--- config.mk ---
export PLATFORM = sky130hd
export DESIGN_NAME = predict_stats
export DESIGN_NICKNAME = d
export VERILOG_FILES = /design/src/source/bp_pkg.sv /design/src/source/predict_stats.sv
export VERILOG_INCLUDE_DIRS = /design/src /design/src/source
export SDC_FILE = /design/constraint.sdc
export NUM_CORES = 1
export LEC_CHECK = 0
export BUFFER_PORTS_ARGS = -buffer_cell sky130_fd_sc_hd__buf_2
export CAP_MARGIN = 20
export CORE_UTILIZATION = 54
export DETAILED_ROUTE_END_ITERATION = 6
export PLACE_DENSITY_LB_ADDON = 0.12
export RECOVER_POWER = 50
export SLEW_MARGIN = 10
export SYNTH_ARGS = -nofsm -noshare
export SYNTH_HDL_FRONTEND = slang
export SYNTH_SLANG_ARGS = --single-unit
--- constraint.sdc ---
create_clock -name clk -period 3.25 [get_ports clk]
set_clock_uncertainty 0.05 [all_clocks]
set_input_delay 0.65 -clock clk [delete_from_list [all_inputs] [get_ports clk]]
set_output_delay 0.65 -clock clk [all_outputs]
set_load 0.02 [all_outputs]
--- src/source/bp_consts.svh ---
`ifndef BP_CONSTS_SVH
`define BP_CONSTS_SVH

// Number of entries in the tagged pattern table.
`define BP_TABLE_SIZE 256

// Low address bits that select a table entry.
`define BP_INDEX_W 8

// Upper address bits stored as the tag.
`define BP_TAG_W 56

// Instruction address width seen by the fetch stage.
`define BP_ADDR_W 64

// Two bit saturating direction counter.
`define BP_CNT_W 2

// Width of the statistics counters.
`define BP_STAT_W 32

`endif

--- src/source/bp_pkg.sv ---
`default_nettype none

`include "bp_consts.svh"

package bp_pkg;

	typedef logic [`BP_ADDR_W-1:0] bp_addr_t;
	typedef logic [`BP_INDEX_W-1:0] bp_index_t;
	typedef logic [`BP_TAG_W-1:0] bp_tag_t;
	typedef logic [`BP_STAT_W-1:0] bp_stat_t;

	// The upper bit of the counter is the predicted direction.
	typedef enum logic [`BP_CNT_W-1:0] {
		CNT_STRONG_NT = 2'd0,
		CNT_WEAK_NT   = 2'd1,
		CNT_WEAK_T    = 2'd2,
		CNT_STRONG_T  = 2'd3
	} bp_cnt_t;

endpackage

`default_nettype wire

--- src/source/predict_stats.sv ---
`timescale 1ns/10ps
`default_nettype none

`include "bp_consts.svh"

module predict_stats
	import bp_pkg::*;
(
	input  logic     clk,
	input  logic     reset,
	input  logic     resolve_valid,
	input  logic     resolve_pred,
	input  logic     resolve_taken,
	output bp_stat_t branch_count,
	output bp_stat_t mispredict_count
);

	logic mispredict;

	// A branch is mispredicted when the guess and the outcome differ.
	assign mispredict = resolve_valid && (resolve_pred != resolve_taken);

	// Both counts wrap around at full width.
	always_ff @(posedge clk) begin
		if (reset) begin
			branch_count <= '0;
		end else if (resolve_valid) begin
			branch_count <= branch_count + 1'b1;
		end
	end

	always_ff @(posedge clk) begin
		if (reset) begin
			mispredict_count <= '0;
		end else if (mispredict) begin
			mispredict_count <= mispredict_count + 1'b1;
		end
	end

	// A resolved branch must carry a known guess and outcome.
	a_resolve_known: assert property (
		@(posedge clk) disable iff (reset)
		resolve_valid |-> !$isunknown({resolve_pred, resolve_taken})
	) else $error("predict_stats: unknown prediction or outcome on a resolved branch");

endmodule

`default_nettype wire

==> results.md <==
- Initial antenna violation count: 0
- FF-to-FF End: branch_count[30]
- Area delta synth->final: 14.56%
- Register bit count reported by yosys: 64
- Iter 0 DRT Violations: 155
- Psw: 0.0003478 W
- Clk sink count: 64
- Sw Share: 0.2320
- Ant diodes: 0
- Mapped Avg Cell Area: 8.451 sq um
- Cell Rows: 27
- Final Hold Fails: 0
- PwrDens: 427.8 mW/mm^2
- Wire length on met3: 261 um
- Post-CTS sizing: 0
- Normalized max-slew margin: -0.2509
- Comb pwr share: 0.031
- Post-synth ARST share: 0
- Final setup vio count: 0
- Worst R2R Start: branch_count[0]
- CTS Buf Count: 9
- DR vias: 2934
- Worst EP arrival: 2.91 ns
- Synth top area share: 0.4188
- Total negative slack: 0 ns
- Crit end category: flip-flop
- Syn nets: 369
- Reg-to-reg slack, setup: 0.65 ns
- CP Launch Point: resolve_valid
- Critical Path Start Type: primary input
- Worst Setup EP: branch_count[30]
- Minimum clock period: 2.711 ns
- Final Wtd Congestion: 0.7929
- Worst Tran Pin Value: 1.876 ns
- Share of layout cells above drive strength 1: 0.09434
- Final core utilization: 0.6404
- Residual DRC: 0
- Post-synth top cells: 64 x dfxtp_1, 42 x a21oi_1, 27 x or4_1, 24 x o31ai_1, 22 x nor2_1
- Synth Warn #: 0
- Worst skew pair latency: 0.34 ns
- Post-Synthesis Cells: 362
- Fmax: 0.3688 GHz
- Vias per Instance: 5.915
- Distinct cell type count after synthesis: 31
- Synth area leaders: dfxtp_1 42%, a21oi_1 6.9%, or4_1 6.6%
- Uppermost layer routed: met4
- Port Buffers: 68
- Cell Int Power: 0.001152 W
- Final wirelength: 6.747 mm
- CTS Buffer Depth: 2
- Sequential power share: 0.531
- Dpl hpwl: 4.551 mm
- WS Path Type: primary input to flip-flop
- Vias in the first global route: 2460
- Final instance area: 0.003505 sq mm
- Pin count of the biggest net entering global routing: 44
- Worst Path Required: 3.44 ns
- Core area: 0.005473 sq mm
- Global route overflow: 0
- Number of synthesized flops with an enable pin: 0
- Clock-pin slew on the worst setup and hold paths: 0.07 ns
- CTS tree: built
- First-pass GRT wire length: 10.98 mm
- Hold_buf cts: 0
- Worst min path class: flip-flop to flip-flop
- RSZ-0062 raised after global routing: no
- Register area share after synthesis: 0.4188
- Met2 WL: 3.167 mm
- Status: complete, but fails checks
- Fin cells: 496
- Top_reg_cell synth: dfxtp_1
- Detail Route Antenna Nets: 0
- Crit path max fanout: 19
- Biggest area consumer among synthesized cells: dfxtp_1
- Clk root buf: clkbuf_8
- Fin. max-slew vios: 44
- Initial core utilization: 0.5590
- DRT met1 WL: 3.207 mm
- Gr usage total: 0.2280
- Cell Area, Placed: 0.003393 sq mm
- Max IR drop VDD: 301.3 uV
- Nets: 426
- Clk pwr share: 0.438
- Die X: 77.27 um
- Die Y: 77.27 um
- Violations in the final reports: max-capacitance violations, max-slew violations
- Full die area: 0.005970 sq mm
- Setup Fix Bufs, Post-CTS: 0
- Fin crit share: 0.8342
- Placed cells: 480
- Max-cap violation count: 1
- LEAKAGE: 1.074 nW
- Count leader, synth: dfxtp_1
- CTS H-tree depth: 3
- DRT Pass-1 Iters: 6
- Reg2Reg Depth: 5
- Routed length per instance: 13.60 um
- Synthesized area: 0.003059 sq mm
- IO Pins: 69
==> critical path, stage by stage <==
cell and delay, ns:
clkbuf_1 0.40, nand4_2 0.24, or4_1 0.84, or4_1 0.60, a21oi_1 0.16
==> per-stage QoR <==
| stage | power, W | hold WS [ns] | setup slack, ns |
|---|---|---|---|
| after floorplan | 0.0008482 | 0.5011 | 0.9469 |
| after global placement | 0.0008609 | 0.4107 | 0.5222 |
| after detailed placement | 0.0008620 | 0.4184 | 0.4427 |
| after CTS | 0.001517 | 0.4297 | 0.6868 |
| after global routing | 0.001552 | 0.4540 | 0.3740 |
| final | 0.001499 | 0.4360 | 0.5388 |
==> final cells by class <==
class,count,area (sq um)
multi-input cells,265,1624
flip-flops and latches,64,1281
inverters,10,37.54
repair buffers,69,284.0
clock buffers,10,127.6
clock inverters,6,60.06
fillers,538,1968
well taps,72,90.09
==> cell families (layout without fill, tap and decap cells) <==
kind of cell / Yosys count / in the layout / share of synthesized area
xor gates and xnor gates: 20 / 20 / 0.05726
and+or+nand+nor: 156 / 156 / 0.2998
AOI/OAI and AO/OA: 83 / 83 / 0.1554
buffers and inverters: 33 / 95 / 0.04621
adders and majority gates: 2 / 2 / 0.008179
DFF: 64 / 64 / 0.4188
muxes: 4 / 4 / 0.01431
==> placed cells by master (no fill, tap or decap) <==
| master | Yosys | final |
|---|---|---|
| or4_1 | 27 | 27 |
| or4_4 | 1 | 1 |
| clkbuf_8 | 0 | 9 |
| nand3_1 | 20 | 21 |
| or4b_1 | 1 | 1 |
| or3_1 | 18 | 18 |
| mux2i_1 | 1 | 1 |
| and2_1 | 2 | 2 |
| mux2_2 | 3 | 3 |
| xnor2_1 | 14 | 14 |
| nor2b_1 | 3 | 3 |
| o31ai_1 | 24 | 24 |
| clkinv_2 | 0 | 3 |
| nor4_1 | 5 | 5 |
| nand4_1 | 17 | 17 |
| nor2_1 | 22 | 22 |
| nor3_1 | 7 | 7 |
| nor4b_1 | 1 | 1 |
| nand4_2 | 1 | 1 |
| ha_1 | 2 | 2 |
| clkbuf_1 | 15 | 50 |
| dfxtp_1 | 64 | 64 |
| clkinvlp_4 | 0 | 2 |
| xor2_1 | 6 | 6 |
| o21ai_0 | 17 | 17 |
| and4_1 | 7 | 7 |
| nand2_1 | 20 | 20 |
| bufinv_16 | 0 | 1 |
| inv_1 | 10 | 10 |
| and3_1 | 3 | 3 |
| clkbuf_2 | 0 | 1 |
| a21oi_1 | 42 | 42 |
| buf_2 | 2 | 19 |
==> registers in the layout, summed over array words and instances, names as in the netlist <==
signal,flops
branch_count,32
mispredict_count,32
==> routing by layer <==
metal,GRT usage,vias up
met5,0,-
met4,0.1132,0
met3,0.04762,8
met2,0.3735,70
met1,0.2820,1375
li1,-,1481
==> worst min path at each step <==
stage                           from                to  slack (ns)  depth (start not counted)
CTS                 branch_count[31]  branch_count[31]        0.43                          2
global route        branch_count[31]  branch_count[31]        0.45                          2
detailed placement  branch_count[31]  branch_count[31]        0.42                          2
global placement    branch_count[31]  branch_count[31]        0.41                          2
finish              branch_count[31]  branch_count[31]        0.44                          2
floorplan           branch_count[31]  branch_count[31]        0.50                          2
==> power by group through the flow <==
stage	Sequential [W]	Clock, W	Combinational, W
2_1_floorplan	0.000819	0	0.0000296
4_1_cts	0.000796	0.000673	0.0000484
6_report	0.000796	0.000657	0.0000461
3_3_place_gp	0.000814	0	0.0000469
5_1_grt	0.000797	0.000705	0.0000507
3_5_place_dp	0.000814	0	0.0000482
No activity file was read; power rests on OpenSTA's default activity.
