<file path="config.mk">
export PLATFORM = sky130hd
export DESIGN_NAME = branch_predictor
export DESIGN_NICKNAME = d
export VERILOG_FILES = /design/src/source/bp_pkg.sv /design/src/source/branch_predictor.sv
export VERILOG_INCLUDE_DIRS = /design/src /design/src/source
export SDC_FILE = /design/constraint.sdc
export NUM_CORES = 1
export LEC_CHECK = 0
export ABC_AREA = 1
export ABC_CLOCK_PERIOD_IN_PS = 1800
export BUFFER_PORTS_ARGS = -buffer_cell sky130_fd_sc_hd__buf_2
export CAP_MARGIN = 20
export CORE_MARGIN = 5
export CORE_UTILIZATION = 40
export CTS_BUF_LIST = sky130_fd_sc_hd__clkbuf_4 sky130_fd_sc_hd__clkbuf_8
export CTS_CLUSTER_DIAMETER = 60
export DETAILED_ROUTE_END_ITERATION = 12
export PLACE_DENSITY_LB_ADDON = 0.25
export SYNTH_ARGS = -nofsm -noshare
export SYNTH_HDL_FRONTEND = slang
export SYNTH_SLANG_ARGS = --single-unit
</file>
<file path="constraint.sdc">
create_clock -name clk -period 1.8 [get_ports clk]
set_input_delay 0.09 -clock clk [delete_from_list [all_inputs] [get_ports clk]]
set_output_delay 0.09 -clock clk [all_outputs]
set_load 0.03 [all_outputs]
</file>
<file path="src/source/bp_consts.svh">
`ifndef BP_CONSTS_SVH
`define BP_CONSTS_SVH

// Number of entries in the tagged pattern table.
`define BP_TABLE_SIZE 256

// Low address bits that select a table entry.
`define BP_INDEX_W 8

// Upper address bits stored as the tag.
`define BP_TAG_W 56

// Instruction address width seen by the fetch stage.
`define BP_ADDR_W 64

// Two bit saturating direction counter.
`define BP_CNT_W 2

// Width of the statistics counters.
`define BP_STAT_W 32

`endif

</file>
<file path="src/source/bp_pkg.sv">
`default_nettype none

`include "bp_consts.svh"

package bp_pkg;

	typedef logic [`BP_ADDR_W-1:0] bp_addr_t;
	typedef logic [`BP_INDEX_W-1:0] bp_index_t;
	typedef logic [`BP_TAG_W-1:0] bp_tag_t;
	typedef logic [`BP_STAT_W-1:0] bp_stat_t;

	// The upper bit of the counter is the predicted direction.
	typedef enum logic [`BP_CNT_W-1:0] {
		CNT_STRONG_NT = 2'd0,
		CNT_WEAK_NT   = 2'd1,
		CNT_WEAK_T    = 2'd2,
		CNT_STRONG_T  = 2'd3
	} bp_cnt_t;

endpackage

`default_nettype wire

</file>
<file path="src/source/branch_predictor.sv">
`timescale 1ns/10ps
`default_nettype none

`include "bp_consts.svh"

module branch_predictor
	import bp_pkg::*;
(
	input  logic      clk,
	input  logic      reset,
	input  logic      branch_valid,
	input  bp_addr_t  branch_addr,
	input  logic      resolve_taken,
	input  logic      ready,
	output logic      prediction,
	output bp_index_t rd_index,
	input  bp_tag_t   rd_tag,
	input  bp_cnt_t   rd_cnt,
	output logic      wr_en,
	output bp_index_t wr_index,
	output bp_tag_t   wr_tag,
	output bp_cnt_t   wr_cnt,
	output logic      resolve_valid,
	output logic      resolve_pred,
	output logic      resolve_taken_out
);

	bp_tag_t  lookup_tag;
	logic     lookup_hit;
	logic     accept;

	logic     pend_valid;
	bp_addr_t pend_addr;
	logic     pend_hit;
	bp_cnt_t  pend_cnt;
	logic     pend_pred;

	// Index from the low bits, tag from everything above them.
	assign rd_index   = branch_addr[`BP_INDEX_W-1:0];
	assign lookup_tag = branch_addr[`BP_ADDR_W-1 -: `BP_TAG_W];
	assign lookup_hit = (rd_tag == lookup_tag);

	assign prediction = ready && lookup_hit && rd_cnt[`BP_CNT_W-1];
	assign accept     = branch_valid && ready;

	// Snapshot of the lookup, held for the resolve cycle.
	always_ff @(posedge clk) begin
		if (reset) begin
			pend_valid <= 1'b0;
		end else begin
			pend_valid <= accept;
		end
	end

	always_ff @(posedge clk) begin
		if (accept) begin
			pend_addr <= branch_addr;
			pend_hit  <= lookup_hit;
			pend_cnt  <= rd_cnt;
			pend_pred <= prediction;
		end
	end

	// On a hit the counter steps toward the outcome and saturates.
	// On a miss the entry is taken over by the new tag.
	always_comb begin
		if (pend_hit) begin
			if (resolve_taken && (pend_cnt != CNT_STRONG_T)) begin
				wr_cnt = bp_cnt_t'(pend_cnt + 1'b1);
			end else if (!resolve_taken && (pend_cnt != CNT_STRONG_NT)) begin
				wr_cnt = bp_cnt_t'(pend_cnt - 1'b1);
			end else begin
				wr_cnt = pend_cnt;
			end
		end else begin
			wr_cnt = resolve_taken ? CNT_WEAK_T : CNT_WEAK_NT;
		end
	end

	assign wr_en    = pend_valid;
	assign wr_index = pend_addr[`BP_INDEX_W-1:0];
	assign wr_tag   = pend_addr[`BP_ADDR_W-1 -: `BP_TAG_W];

	assign resolve_valid     = pend_valid;
	assign resolve_pred      = pend_pred;
	assign resolve_taken_out = resolve_taken;

	a_no_lookup_before_ready: assert property (
		@(posedge clk) disable iff (reset)
		!ready |-> !branch_valid
	) else $error("branch_predictor: branch_valid high while table not ready");

	// Every table update belongs to a lookup taken one cycle earlier.
	a_write_follows_lookup: assert property (
		@(posedge clk) disable iff (reset)
		wr_en |-> $past(branch_valid && ready)
	) else $error("branch_predictor: update without an accepted lookup");

endmodule

`default_nettype wire

</file>
==> results.yml <==
drt:
  drc: 0
  detail_route.iter0.violations: 59
  viasPerCell: 4.23
  wl_per_cell_um: 12.2
  wirelength_mm: 9.12
  num_vias: 3165
  drtPass1Iterations: 4
  ant_nets: 0
clock_network:
  clk_path_buf_depth: 2
  cts_tree: "done"
  cts_sinks: 69
  htreeDepth: 3
  cts-root-buf: "clkbuf_8"
  cts_buffers: 9
  clkTransAtPathRegs_ns: 0.08
synth:
  syn_area_per_cell_um2: 8.99
  netlist_instances: 368
  synthesis.nets: 497
  ys_types: 13
  ys_seq_area_frac: 0.623
  synth_area_um2: 3310
  ys_ff_latch: 69
  ys_warn_count: 0
global_route:
  grt_antenna_before_repair: 0
  globalRouteTotalUtil: 0.173
  gr-total-overflow: 0
  grt_pass1_vias: 3120
  grt_max_degree: 38
  grt_pass1_wl_mm: 13.6
place:
  gp_congestion: 0.748
  port_buffers: 205
  dp_hpwl_mm: 6.83
  place_area_um2: 4410
finish:
  nets: 767
  finalInstanceArea_um2: 5280
  drive_above_1_share: 0.347
  num_antenna_cells: 0
  syn_to_final_growth_pct: 59.7
hold_path:
  holdPathStages: 3
  hold_path_class: "primary input to register"
  hold_end: "resolve_valid"
  hold_start: "branch_valid"
worst_setup_path:
  cp_data_arrival_time_ns: 1.67
  required_ns: 1.71
  crit_path_end_kind: "primary output"
  cp_max_fo: 3
  max_stage_delay_ns: 0.53
  cp_top_family: "buffers and inverters"
  path_cells: "dlygate4sd3_1, buf_2, nor2_1, nor2_1, nor2_1, nand2_1, nor2_1, nand2_1, nor2_1, nand2_1, nor2_2, buf_6"
  critPathSlowestCell: "dlygate4sd3_1"
  startpoint_type: "primary input"
  crit_buf_inv: 3
  cpMostUsedCell: "nor2_1"
  critPathKind: "primary input to primary output"
floorplanning:
  core_um2: 8130
  fp.dieArea_um2: 10200
  rows: 33
  initial_utilization: 0.407
  ioPinCount: 206
  fp.dieH_um: 101
  die_w_um: 101
run:
  drv_cap: 0
power:
  max-vdd-ir-drop_uv: 503
  p_leak_uw: 0.00281
  power_uw: 4030
  power_density_nw_per_um2: 762
outcome:
  outcome: "complete, no violations"
sta:
  slew-limit-headroom: 0.687
  finalSetupViolCount: 0
  tightest_slew_ns: 0.469
  fmax_mhz: 567
  slew_viol_final: 0
  rsz0062_at_grt: "yes"
  period_minus_slack_ns: 1.76
  hold_viol: 0
  period_share: 0.980
  setup_tns_ns: 0
[cell type report]
class,instances,area [µm²]
clock buffers,10,131
clock inverters,6,63.8
fillers,689,2850
inverters,77,293
multi-input cells,212,892
flip-flops and latches,69,2060
well taps,105,131
repair buffers,269,1710
[repair_timing]
| action | CTS | global route |
|---|---|---|
| endpoints found under the hold margin | 67 | 0 |
| hold buffers | 67 | 0 |
| buffers inserted | 0 | 1 |
| endpoints found under the setup margin | 0 | 2 |
| resized for setup | 0 | 14 |
[how the worst max path moves through the flow]
stage,startpoint,to,slack (ns),cells after the start
final,branch_addr[41],prediction,0.04,12
after global routing,branch_addr[45],prediction,-0.02,12
after CTS,branch_addr[8],prediction,0.01,11
after detailed placement,branch_addr[30],prediction,0.38,11
after global placement,branch_addr[27],prediction,0.38,12
after floorplan,branch_valid,pend_addr[0],0.23,2
[per-layer routing]
layer	vias to the layer above	GRT usage	wire length, µm
met4	0	0.0849	250
met5	-	0	0
met1	1375	0.170	3230
met3	23	0.0394	747
li1	1638	-	-
met2	129	0.334	4890
[metrics by stage]
step	utilization	cells	setup WS [ns]	hold slack, ns
6_report	0.650	748	0.0366	0.0614
5_1_grt	0.650	748	-0.0240	0.0655
4_1_cts	0.649	753	0.0122	0.0434
3_5_place_dp	0.542	670	0.376	0.255
3_3_place_gp	0.542	670	0.382	0.247
2_1_floorplan	-	368	0.225	0.162
[cell usage after synthesis]
cell	number	area, µm²
ha_1	2	25.0
dfxtp_1	1	20.0
nand2_1	121	454
o22ai_1	1	6.26
nor2_1	71	267
nor2_2	1	6.26
o21ai_0	3	15.0
buf_4	10	75.1
xnor2_1	4	35.0
inv_1	77	289
xor2_1	8	70.1
nand3_1	1	5.00
edfxtp_1	68	2040
[placed cells by master (no fill, tap or decap), drive strengths merged, types with 2 or more instances in the layout]
| cell type | count |
|---|---|
| clkinvlp | 3 |
| xor2 | 8 |
| ha | 2 |
| o21ai | 3 |
| edfxtp | 68 |
| inv | 76 |
| clkinv | 3 |
| nand2 | 121 |
| buf | 202 |
| clkbuf | 10 |
| dlygate4sd3 | 62 |
| dlymetal6s4s | 5 |
| xnor2 | 4 |
| nor2 | 72 |
[sequential cells by signal, indices dropped and copies added, names as in the netlist]
| register | count |
|---|---|
| resolve_valid | 1 |
| pend_hit | 1 |
| resolve_pred | 1 |
| pend_addr | 64 |
| pend_cnt | 2 |
[report_power, final]
| part | internal (µW) | switching [µW] | total, µW |
|---|---|---|---|
| clock network | 653 | 592 | 1250 |
| logic | 354 | 519 | 873 |
| registers | 1880 | 25.7 | 1910 |
| total | 2890 | 1140 | 4030 |
[cells by family (layout without fill, tap and decap cells)]
| family | Yosys count | after routing | synth area share |
|---|---|---|---|
| AND/OR/NAND/NOR | 194 | 194 | 0.221 |
| flip-flops | 69 | 69 | 0.623 |
| XOR/XNOR | 12 | 12 | 0.0318 |
| AO/OA/AOI/OAI | 4 | 4 | 0.00643 |
| buffers and inverters | 87 | 362 | 0.110 |
| adder cells (fa/ha/maj) | 2 | 2 | 0.00756 |
Note: power is estimated with default switching activity, not from simulation.
